[src/verilog/timing_macros.svh]
`ifndef TIMING_MACROS_SVH
`define TIMING_MACROS_SVH

// bus widths
`define ADDR_WIDTH 16
`define DATA_WIDTH 8

// low byte of each vector, high byte is the next address
`define RESET_VECTOR 16'hFFFC
`define IRQ_VECTOR   16'hFFFE

`endif

[src/verilog/timingPkg.sv]
`include "timing_macros.svh"

package timingPkg;

    typedef enum logic [1:0] {
        fsmInit     = 2'd0,  // reset setup
        fsmFetch    = 2'd1,
        fsmExecNorm = 2'd2,
        fsmExecBrk  = 2'd3
    } fsmState_t;

    // tZero..tSix one-hot; the three branch T1 codes sit between them
    typedef enum logic [6:0] {
        emptyT          = 7'h00,
        tZero           = 7'h01,
        tOne            = 7'h02,
        tTwo            = 7'h04,
        tThree          = 7'h08,
        tFour           = 7'h10,
        tFive           = 7'h20,
        tSix            = 7'h40,
        t1NoBranch      = 7'h03,
        t1BranchNoCross = 7'h05,
        t1BranchCross   = 7'h06
    } tState_t;

    typedef enum logic [2:0] {
        opImplied   = 3'd0,
        opImmediate = 3'd1,
        opZeroPage  = 3'd2,
        opAbsolute  = 3'd3,
        opBranch    = 3'd4,
        opBrk       = 3'd5
    } opClass_t;

    typedef struct packed {
        opClass_t   opClass;
        logic [2:0] lastT;    // index of the final T before wrapping to T0
        logic [1:0] condSel;  // branch flag select
        logic       condVal;
        logic       isBrk;
    } opInfo_t;

    typedef struct packed {
        logic                   rdy;
        logic [`DATA_WIDTH-1:0] opcode;
        logic [`DATA_WIDTH-1:0] operand;
        logic                   pageCross;
    } fetchStat_t;

endpackage

[src/verilog/opcodeDecode.sv]
`include "timing_macros.svh"

module opcodeDecode import timingPkg::*; (
    input  logic       phi1,
    input  logic       rst,
    input  fetchStat_t fetch,
    output opInfo_t    info
);

    logic [`DATA_WIDTH-1:0] heldOp;
    opInfo_t                held;
    opInfo_t                decoded;
    logic [2:0]             aaa;
    logic [2:0]             bbb;
    logic [1:0]             cc;

    assign aaa = fetch.opcode[7:5];
    assign bbb = fetch.opcode[4:2];
    assign cc  = fetch.opcode[1:0];

    always_comb begin
        decoded.condSel = fetch.opcode[7:6];
        decoded.condVal = fetch.opcode[5];
        decoded.isBrk   = 1'b0;
        decoded.opClass = opImplied;
        if (fetch.opcode == 8'h00) begin
            decoded.opClass = opBrk;
            decoded.isBrk   = 1'b1;
        end else if (fetch.opcode[4:0] == 5'b10000) begin
            decoded.opClass = opBranch;
        end else if (cc != 2'b11) begin  // cc=11 is unused, left as implied
            case (bbb)
                3'b000: begin
                    if (cc == 2'b01)
                        decoded.opClass = opAbsolute;  // (zp,x) approximated
                    else if (cc == 2'b10 || aaa[2])
                        decoded.opClass = opImmediate;  // LDX/LDY/CPY/CPX #
                end
                3'b001, 3'b101: decoded.opClass = opZeroPage;
                3'b010: begin
                    if (cc == 2'b01)
                        decoded.opClass = opImmediate;
                end
                3'b011, 3'b111: decoded.opClass = opAbsolute;
                default: begin  // 100 and 110
                    if (cc == 2'b01)
                        decoded.opClass = opAbsolute;  // indexed forms
                end
            endcase
        end

        case (decoded.opClass)
            opZeroPage: decoded.lastT = 3'd2;
            opAbsolute: decoded.lastT = 3'd3;
            opBrk:      decoded.lastT = 3'd6;
            default:    decoded.lastT = 3'd1;  // implied, immediate, untaken branch
        endcase
    end

    // keep the decode of the running opcode, refresh when the latch moves
    always_ff @(posedge phi1) begin
        if (rst) begin
            heldOp       <= 8'hEA;  // NOP
            held.opClass <= opImplied;
            held.lastT   <= 3'd1;
            held.condSel <= 2'b11;
            held.condVal <= 1'b1;
            held.isBrk   <= 1'b0;
        end else if (fetch.opcode != heldOp) begin
            heldOp <= fetch.opcode;
            held   <= decoded;
        end
    end

    // new byte on the bus during T1 is decoded straight through
    assign info = (fetch.opcode == heldOp) ? held : decoded;

endmodule

[src/verilog/tStateSequencer.sv]
`include "timing_macros.svh"

module tStateSequencer import timingPkg::*; (
    input  logic                   phi1,
    input  logic                   rst,
    input  opInfo_t                info,
    input  fetchStat_t             fetch,
    input  logic [`DATA_WIDTH-1:0] flags,
    input  logic                   irq,
    input  tState_t                currT,
    input  fsmState_t              currState,
    input  logic                   intHandled,
    output tState_t                nextT,
    output logic                   brkNow
);

    logic    irqPrev;
    logic    irqPending;
    logic    flagBit;
    logic    takenNow;
    logic    takenReg;  // branch outcome, held until T0
    tState_t stepT;
    tState_t lastCode;

    // N V C Z, in 6502 branch opcode order
    always_comb begin
        case (info.condSel)
            2'd0:    flagBit = flags[7];
            2'd1:    flagBit = flags[6];
            2'd2:    flagBit = flags[0];
            default: flagBit = flags[1];
        endcase
    end

    assign takenNow = (flagBit == info.condVal);
    assign stepT    = tState_t'(currT << 1);
    assign lastCode = tState_t'(7'd1 << info.lastT);
    assign brkNow   = info.isBrk | irqPending;

    always_comb begin
        nextT = tOne;
        case (currState)
            fsmInit: begin
                nextT = (currT == tSix) ? tOne : stepT;
            end
            fsmFetch: begin
                if (brkNow)
                    nextT = tTwo;
                else if (info.opClass == opBranch)
                    nextT = takenNow ? tTwo : tZero;
                else
                    nextT = (info.lastT == 3'd1) ? tZero : tTwo;
            end
            fsmExecNorm: begin
                if (currT == tZero) begin
                    if (info.opClass != opBranch)
                        nextT = tOne;
                    else if (!takenReg)
                        nextT = t1NoBranch;
                    else
                        nextT = fetch.pageCross ? t1BranchCross : t1BranchNoCross;
                end else if (info.opClass == opBranch) begin
                    // extra T3 only on a page cross
                    nextT = (currT == tTwo && fetch.pageCross) ? tThree : tZero;
                end else begin
                    nextT = (currT == lastCode) ? tZero : stepT;
                end
            end
            fsmExecBrk: begin
                if (currT == tSix)
                    nextT = tZero;
                else if (currT == tZero)
                    nextT = tOne;
                else
                    nextT = stepT;
            end
            default: nextT = tOne;
        endcase
    end

    always_ff @(posedge phi1) begin
        if (rst) begin
            irqPrev    <= 1'b0;
            irqPending <= 1'b0;
            takenReg   <= 1'b0;
        end else begin
            irqPrev    <= irq;
            irqPending <= (irqPending & ~intHandled) | (irq & ~irqPrev);
            if (fetch.rdy && currState == fsmFetch)
                takenReg <= takenNow && (info.opClass == opBranch);
        end
    end

endmodule

[src/verilog/plaFSM.sv]
module plaFSM import timingPkg::*; (
    input  logic      phi1,
    input  logic      rst,
    input  logic      RDY,
    input  logic      brkNow,
    input  tState_t   nextT,
    output tState_t   currT,
    output fsmState_t currState,
    output logic      intHandled,
    output logic      rstAll
);

    fsmState_t nextState;
    logic      nextIntHandled;
    logic      nextIsT1;

    // any flavour of T1 ends the running instruction
    assign nextIsT1 = (nextT == tOne) || (nextT == t1NoBranch) ||
                      (nextT == t1BranchNoCross) || (nextT == t1BranchCross);

    always_comb begin
        nextState      = currState;
        nextIntHandled = 1'b0;
        case (currState)
            fsmInit: begin
                if (nextT == tOne)  // setup sequence done
                    nextState = fsmFetch;
            end
            fsmFetch: begin
                // opcode is still on the bus here, decode is combinational
                nextState = brkNow ? fsmExecBrk : fsmExecNorm;
            end
            fsmExecNorm: begin
                if (nextIsT1)
                    nextState = fsmFetch;
            end
            fsmExecBrk: begin
                if (nextT == tZero)
                    nextIntHandled = 1'b1;
                else if (nextT == tOne)
                    nextState = fsmFetch;
            end
            default: nextState = fsmInit;
        endcase
    end

    always_ff @(posedge phi1) begin
        if (rst) begin
            currT      <= tTwo;  // setup starts at T2 like a BRK
            currState  <= fsmInit;
            intHandled <= 1'b0;
        end else if (RDY) begin
            currT      <= nextT;
            currState  <= nextState;
            intHandled <= nextIntHandled;
        end
    end

    // one pulse per reset, independent of bus stalls
    always_ff @(posedge phi1) begin
        rstAll <= rst;
    end

endmodule

[src/verilog/busFetch.sv]
`include "timing_macros.svh"

module busFetch import timingPkg::*; (
    input  logic                   phi1,
    input  logic                   rst,
    input  tState_t                currT,
    input  fsmState_t              currState,
    input  tState_t                nextT,
    input  logic [`DATA_WIDTH-1:0] wbDatI,
    input  logic                   wbAck,
    output logic                   wbCyc,
    output logic                   wbStb,
    output logic                   wbWe,
    output logic [`ADDR_WIDTH-1:0] wbAdr,
    output logic                   sync,
    output fetchStat_t             fetch
);

    logic                   busy;  // cyc and stb together
    logic                   ackNow;
    logic [`ADDR_WIDTH-1:0] pc;
    logic [`ADDR_WIDTH-1:0] pcNext;
    logic [`ADDR_WIDTH-1:0] target;
    logic [`ADDR_WIDTH-1:0] targetReg;
    logic [`ADDR_WIDTH-1:0] vecBase;
    logic [`ADDR_WIDTH-1:0] vecPc;
    logic [`DATA_WIDTH-1:0] opcodeReg;
    logic [`DATA_WIDTH-1:0] operandReg;
    logic [`DATA_WIDTH-1:0] operandNow;
    logic [`DATA_WIDTH-1:0] vecLo;
    logic [`DATA_WIDTH-1:0] vecHi;
    logic                   crossReg;
    logic                   liveCross;
    logic                   opRead;
    logic                   vecPhase;
    logic                   vecRead;
    logic                   vecLoad;
    logic                   branchLoad;

    assign ackNow = busy & wbAck;
    assign opRead = (currState == fsmFetch);

    // reset setup and BRK both end with the vector pair
    assign vecPhase = (currState == fsmInit) || (currState == fsmExecBrk);
    assign vecRead  = vecPhase && (currT == tFive || currT == tSix);
    assign vecBase  = (currState == fsmInit) ? `RESET_VECTOR : `IRQ_VECTOR;
    assign vecPc    = {(currT == tSix) ? wbDatI : vecHi, vecLo};
    assign vecLoad  = vecPhase && (nextT == tOne);

    assign branchLoad = (nextT == t1BranchNoCross) || (nextT == t1BranchCross);

    // offset byte is live on the bus during T2
    assign operandNow = (currT == tTwo) ? wbDatI : operandReg;
    assign pcNext     = pc + 1'b1;
    assign target     = pcNext +
                        {{(`ADDR_WIDTH-`DATA_WIDTH){operandNow[`DATA_WIDTH-1]}}, operandNow};
    assign liveCross  = (target[`ADDR_WIDTH-1:8] != pcNext[`ADDR_WIDTH-1:8]);

    always_comb begin
        if (!vecRead)
            wbAdr = pc;
        else if (currT == tSix)
            wbAdr = vecBase + 1'b1;
        else
            wbAdr = vecBase;
    end

    assign wbCyc = busy;
    assign wbStb = busy;
    assign wbWe  = 1'b0;
    assign sync  = busy & opRead;

    assign fetch.rdy       = rst | ackNow;  // also high while nothing is pending
    assign fetch.opcode    = opRead ? wbDatI : opcodeReg;
    assign fetch.operand   = operandNow;
    assign fetch.pageCross = (currT == tTwo) ? liveCross : crossReg;

    always_ff @(posedge phi1) begin
        if (rst) begin
            busy <= 1'b0;
            pc   <= '0;
        end else begin
            busy <= busy ? ~wbAck : 1'b1;  // one idle cycle after each ack
            if (ackNow) begin
                if (vecLoad)
                    pc <= vecPc;
                else if (branchLoad)
                    pc <= targetReg;
                else if (!vecRead)
                    pc <= pcNext;
            end
        end
    end

    always_ff @(posedge phi1) begin
        if (ackNow) begin
            if (opRead)
                opcodeReg <= wbDatI;
            if (currT == tTwo) begin
                operandReg <= wbDatI;
                targetReg  <= target;
                crossReg   <= liveCross;
            end
            if (vecRead && currT == tFive)
                vecLo <= wbDatI;
            if (vecRead && currT == tSix)
                vecHi <= wbDatI;
        end
    end

endmodule

[src/verilog/timingCore.sv]
`include "timing_macros.svh"

module timingCore import timingPkg::*; (
    input  logic                   phi1,
    input  logic                   rst,
    input  logic                   irq,
    input  logic [`DATA_WIDTH-1:0] flags,
    input  logic [`DATA_WIDTH-1:0] wbDatI,
    input  logic                   wbAck,
    output logic                   wbCyc,
    output logic                   wbStb,
    output logic                   wbWe,
    output logic [`ADDR_WIDTH-1:0] wbAdr,
    output tState_t                currT,
    output fsmState_t              currState,
    output logic                   intHandled,
    output logic                   rstAll,
    output logic                   sync
);

    fetchStat_t fetch;
    opInfo_t    info;
    tState_t    nextT;
    logic       brkNow;

    opcodeDecode i_opcodeDecode (
        .phi1  (phi1),
        .rst   (rst),
        .fetch (fetch),
        .info  (info)
    );

    tStateSequencer i_tStateSequencer (
        .phi1       (phi1),
        .rst        (rst),
        .info       (info),
        .fetch      (fetch),
        .flags      (flags),
        .irq        (irq),
        .currT      (currT),
        .currState  (currState),
        .intHandled (intHandled),
        .nextT      (nextT),
        .brkNow     (brkNow)
    );

    // T-state only steps when the bus says so
    plaFSM i_plaFSM (
        .phi1       (phi1),
        .rst        (rst),
        .RDY        (fetch.rdy),
        .brkNow     (brkNow),
        .nextT      (nextT),
        .currT      (currT),
        .currState  (currState),
        .intHandled (intHandled),
        .rstAll     (rstAll)
    );

    busFetch i_busFetch (
        .phi1      (phi1),
        .rst       (rst),
        .currT     (currT),
        .currState (currState),
        .nextT     (nextT),
        .wbDatI    (wbDatI),
        .wbAck     (wbAck),
        .wbCyc     (wbCyc),
        .wbStb     (wbStb),
        .wbWe      (wbWe),
        .wbAdr     (wbAdr),
        .sync      (sync),
        .fetch     (fetch)
    );

endmodule

[config.mk]
export PLATFORM = sky130hd
export DESIGN_NAME = timingCore
export DESIGN_NICKNAME = d
export VERILOG_FILES = /design/src/verilog/timingPkg.sv /design/src/verilog/opcodeDecode.sv /design/src/verilog/tStateSequencer.sv /design/src/verilog/plaFSM.sv /design/src/verilog/busFetch.sv /design/src/verilog/timingCore.sv
export VERILOG_INCLUDE_DIRS = /design/src /design/src/verilog
export SDC_FILE = /design/constraint.sdc
export NUM_CORES = 1
export LEC_CHECK = 0
export BUFFER_PORTS_ARGS = -buffer_cell sky130_fd_sc_hd__buf_2
export CAP_MARGIN = 20
export CORE_ASPECT_RATIO = 2
export CORE_MARGIN = 2
export CORE_UTILIZATION = 35
export CTS_CLUSTER_SIZE = 20
export DETAILED_ROUTE_END_ITERATION = 7
export HOLD_SLACK_MARGIN = 0.1
export MAX_ROUTING_LAYER = met4
export PLACE_DENSITY = 0.51
export SLEW_MARGIN = 25
export SYNTH_ARGS = -nofsm -noshare
export SYNTH_HDL_FRONTEND = slang
export SYNTH_SLANG_ARGS = --single-unit
[constraint.sdc]
create_clock -name phi1 -period 6.05 [get_ports phi1]
set_input_delay 0.9075 -clock phi1 [delete_from_list [all_inputs] [get_ports phi1]]
set_output_delay 0.9075 -clock phi1 [all_outputs]
set_load 0.05 [all_outputs]
==> metrics.md <==
| Metric | Value |
|---|---|
| Outcome | complete, no violations |
| Pwr Density | about 260 mW/mm^2 |
| Register area share after synthesis | 0.397 |
| Die Ht | around 190 um |
| Gr usage total | 0.222 |
| Critical-path cell list | nand2b_1, nor4b_2, buf_4, nand2_1, nand2_1, ha_1, fa_1, a21o_1, a221oi_1, buf_4, o21ai_0, buf_4, xnor3_1, o211ai_1, or4b_1, o21a_1, o32ai_1, a21oi_1, nor4b_1, o31a_1, buf_4, nor2_1, a311oi_1 |
| 1st-iter DRT viols | 341 |
| Cts bufs inserted | 9 |
| Pwr Total | approximately 1.8 mW |
| DRT Pass-1 Iters | 4 |
| H-tree Lvls | 3 |
| Peak VDD IR | roughly 150 uV |
| Synth unique cells | 80 |
| Max-slew violations | 0 |
| Layout cell share with drive strength beyond 1 | 0.182 |
| CP arrival | 6040 ps |
| Main synth FF type | edfxtp_1 |
| Worst Path Required | 6310 ps |
| Worst hold slack | roughly 480 ps |
| Layout Nets | approximately 750 |
| Cell family with most CP delay | compound AO/OA/AOI/OAI gates |
| Post-Synthesis Cells | ~640 |
| ANT cells | 0 |
| Critical path startpoint category | register |
| Ys async rst share | 0 |
| Starting density of the core | 0.356 |
| Critical path fanouts, max | 11 |
| DRC | 0 |
| HP Class | register to register |
| Unrepaired setup endpoints after global routing | false |
| Largest net degree at the start of global routing | 28 |
| WS Path Type | register to register |
| DR WL/cell | around 21 um |
| CP bufs+invs | 4 |
| CTS root buf | clkbuf_16 |
| Initial antenna violation count | 0 |
| CTS tree | done |
| Layout area overhead | 16.2% |
| IO Port Bufs | 45 |
| P_leak | roughly 2.8 nW |
| Fin Setup TNS | 0 ps |
| CP most frequent cell | buf_4 |
| Post-CTS sizing | 0 |
| Register bit total from synthesis | 94 |
| Crit path capture type | register |
| Vias in the first global route | between 5000 and 6000 |
| Clock skew | approximately 7 ps |
| Tightest Pin Transition | around 790 ps |
| Total number of vias | 5184 |
| First-pass GRT wire length | roughly 29000 um |
| Core ar. | approximately 0.017 mm^2 |
| Most frequent cells in the layout | nand2_1 (84), edfxtp_1 (49), dfxtp_1 (45), buf_2 (45), a21oi_1 (39) |
| Number of flops mapped to enable cells by yosys | 49 |
| Mean Syn Cell Area | 9.30 um^2 |
| GPL Wtd Cong | ~0.90 |
| Cell Area, Synth | between 0.005 and 0.006 mm^2 |
| Final critical-path share of the clock period | 0.956 |
| Vias per cell | roughly 5.7 |
| Slowest-stage cell, CP | dfxtp_1 |
| Die area | approximately 0.018 mm^2 |
| Post-route ant nets | 0 |
| Syn Nets | 684 |
| Postcts setup bufs | 0 |
| CP max stage delay | 540 ps |
| Final setup fails | 0 |
| Worst-case clock buffer depth | 2 |
| Fin. Hold Viols | 0 |
| Max-slew headroom | 0.474 |
| Gr ovfl total | 0 |
| IO Pins | 51 |
| Fmax | around 170 MHz |
| Hold-fix buffers, CTS | 0 |
| Synth Warn # | 0 |
| Clk slew on worst S/H paths | 70 ps |
| Post-detailed-routing wire length | about 19000 um |
| CTS sink cnt | between 90 and 100 |
| Clk_lat worst skew | between 300 and 400 ps |
| Max Cap Viol | 0 |
| Most common cell after layout, fill and taps aside | nand2_1 |
| DIE WIDTH | around 96 um |
| Cell row count | 67 |
| Placed wire-length estimate | 14800 um |
| Tmin final | between 5000 and 6000 ps |
## cells in the mapped netlist (all sizes together), types with 6 or more instances
cell    instances  area (um^2)
and3           12         75.1
ha             21          263
xnor2          34          305
edfxtp         49         1470
and2            6         37.5
buf            10         71.3
inv            32          120
a211o           9         78.8
nand4           8         50.1
nor4            7         65.1
o21ai          16         80.1
nand3          11         55.1
clkbuf         23         86.3
o221ai          9         78.8
a21o            8         60.1
nor2           39          149
a211oi          8         60.1
mux2i          24          268
nand2b         19          119
o211ai          6         45.0
nand2          85          322
nor2b           7         43.8
xor2            6         52.6
nor3           13         65.1
a311oi          8         70.1
dfxtp          45          901
a21oi          40          211
## worst reg2reg max path, stage by stage, from the launching register on
cell	delay, ps
dfxtp_1	540
nand2b_1	240
nor4b_2	70
buf_4	190
nand2_1	90
nand2_1	70
ha_1	240
fa_1	410
a21o_1	210
a221oi_1	290
buf_4	210
o21ai_0	120
buf_4	190
xnor3_1	320
o211ai_1	100
or4b_1	530
o21a_1	210
o32ai_1	280
a21oi_1	150
nor4b_1	370
o31a_1	350
buf_4	220
nor2_1	50
a311oi_1	240
## stage by stage
stage	utilization	worst slack, ps	cell area (um^2)	std cells
global placement	0.395	324	6620	899
detailed placement	0.395	202	6620	899
finish	0.414	269	6940	915
CTS	0.413	183	6930	915
floorplan	-	239	5970	642
global route	0.414	0.964	6940	915
## per-layer routing
layer / part of all wire / track usage / vias to the layer above
met3: 0.023 / 0.0216 / 38
met5: 0 / - / -
li1: - / - / 2492
met2: 0.59 / 0.427 / 112
met4: 0.044 / 0.113 / 0
met1: 0.35 / 0.205 / 2542
## flip-flops by register name, summed over array words and instances, names as in the netlist, 2 cells and up
signal,flops
i_busFetch.pc,16
i_busFetch.targetReg,16
i_busFetch.opcodeReg,8
i_busFetch.operandReg,8
i_busFetch.vecHi,8
i_busFetch.vecLo,8
i_opcodeDecode.held,8
i_plaFSM.currT,7
i_opcodeDecode.heldOp,6
i_plaFSM.currState,2
## area by class of cell
type,instances,area [um^2]
fill,1734,9830
multi-input combinational,483,3350
sequential,94,2370
timing repair buffer,83,536
tap,207,259
clock buffer,9,225
inverter,32,120
clock inverter,7,80.1
## logic make-up (layout without fill, tap and decap cells)
| family | Yosys count | in the layout | share of synthesized area |
|---|---|---|---|
| simple gates | 234 | 234 | 0.200 |
| compound gates | 155 | 155 | 0.189 |
| flops | 94 | 94 | 0.397 |
| buf+inv | 65 | 131 | 0.0465 |
| xor+xnor | 41 | 41 | 0.0637 |
| mux | 29 | 29 | 0.0543 |
| fa+ha+maj | 23 | 23 | 0.0490 |
| other cells | 1 | 1 | 0.000628 |
## power by group
group	internal, mW	switching (mW)	leakage [nW]	total, mW
Combinational	0.171	0.283	1.82	0.454
Sequential	0.714	0.0199	0.819	0.734
Clock	0.327	0.268	0.149	0.596
## path summary, 6_finish.rpt
kind / from / end / slack [ps] / depth (start not counted)
setup / recovery: i_plaFSM.currT[6]$_SDFFE_PP0N_ / i_busFetch.pc[3]$_SDFFE_PP0P_ / 270 / 23
hold reg to reg: i_tStateSequencer.irqPending$_SDFF_PP0_ / i_tStateSequencer.irqPending$_SDFF_PP0_ / 480 / 2
setup reg to reg: i_plaFSM.currT[6]$_SDFFE_PP0N_ / i_busFetch.pc[3]$_SDFFE_PP0P_ / 270 / 23
hold / removal: i_tStateSequencer.irqPending$_SDFF_PP0_ / i_tStateSequencer.irqPending$_SDFF_PP0_ / 480 / 2
Power figures use the tool's default switching activity.
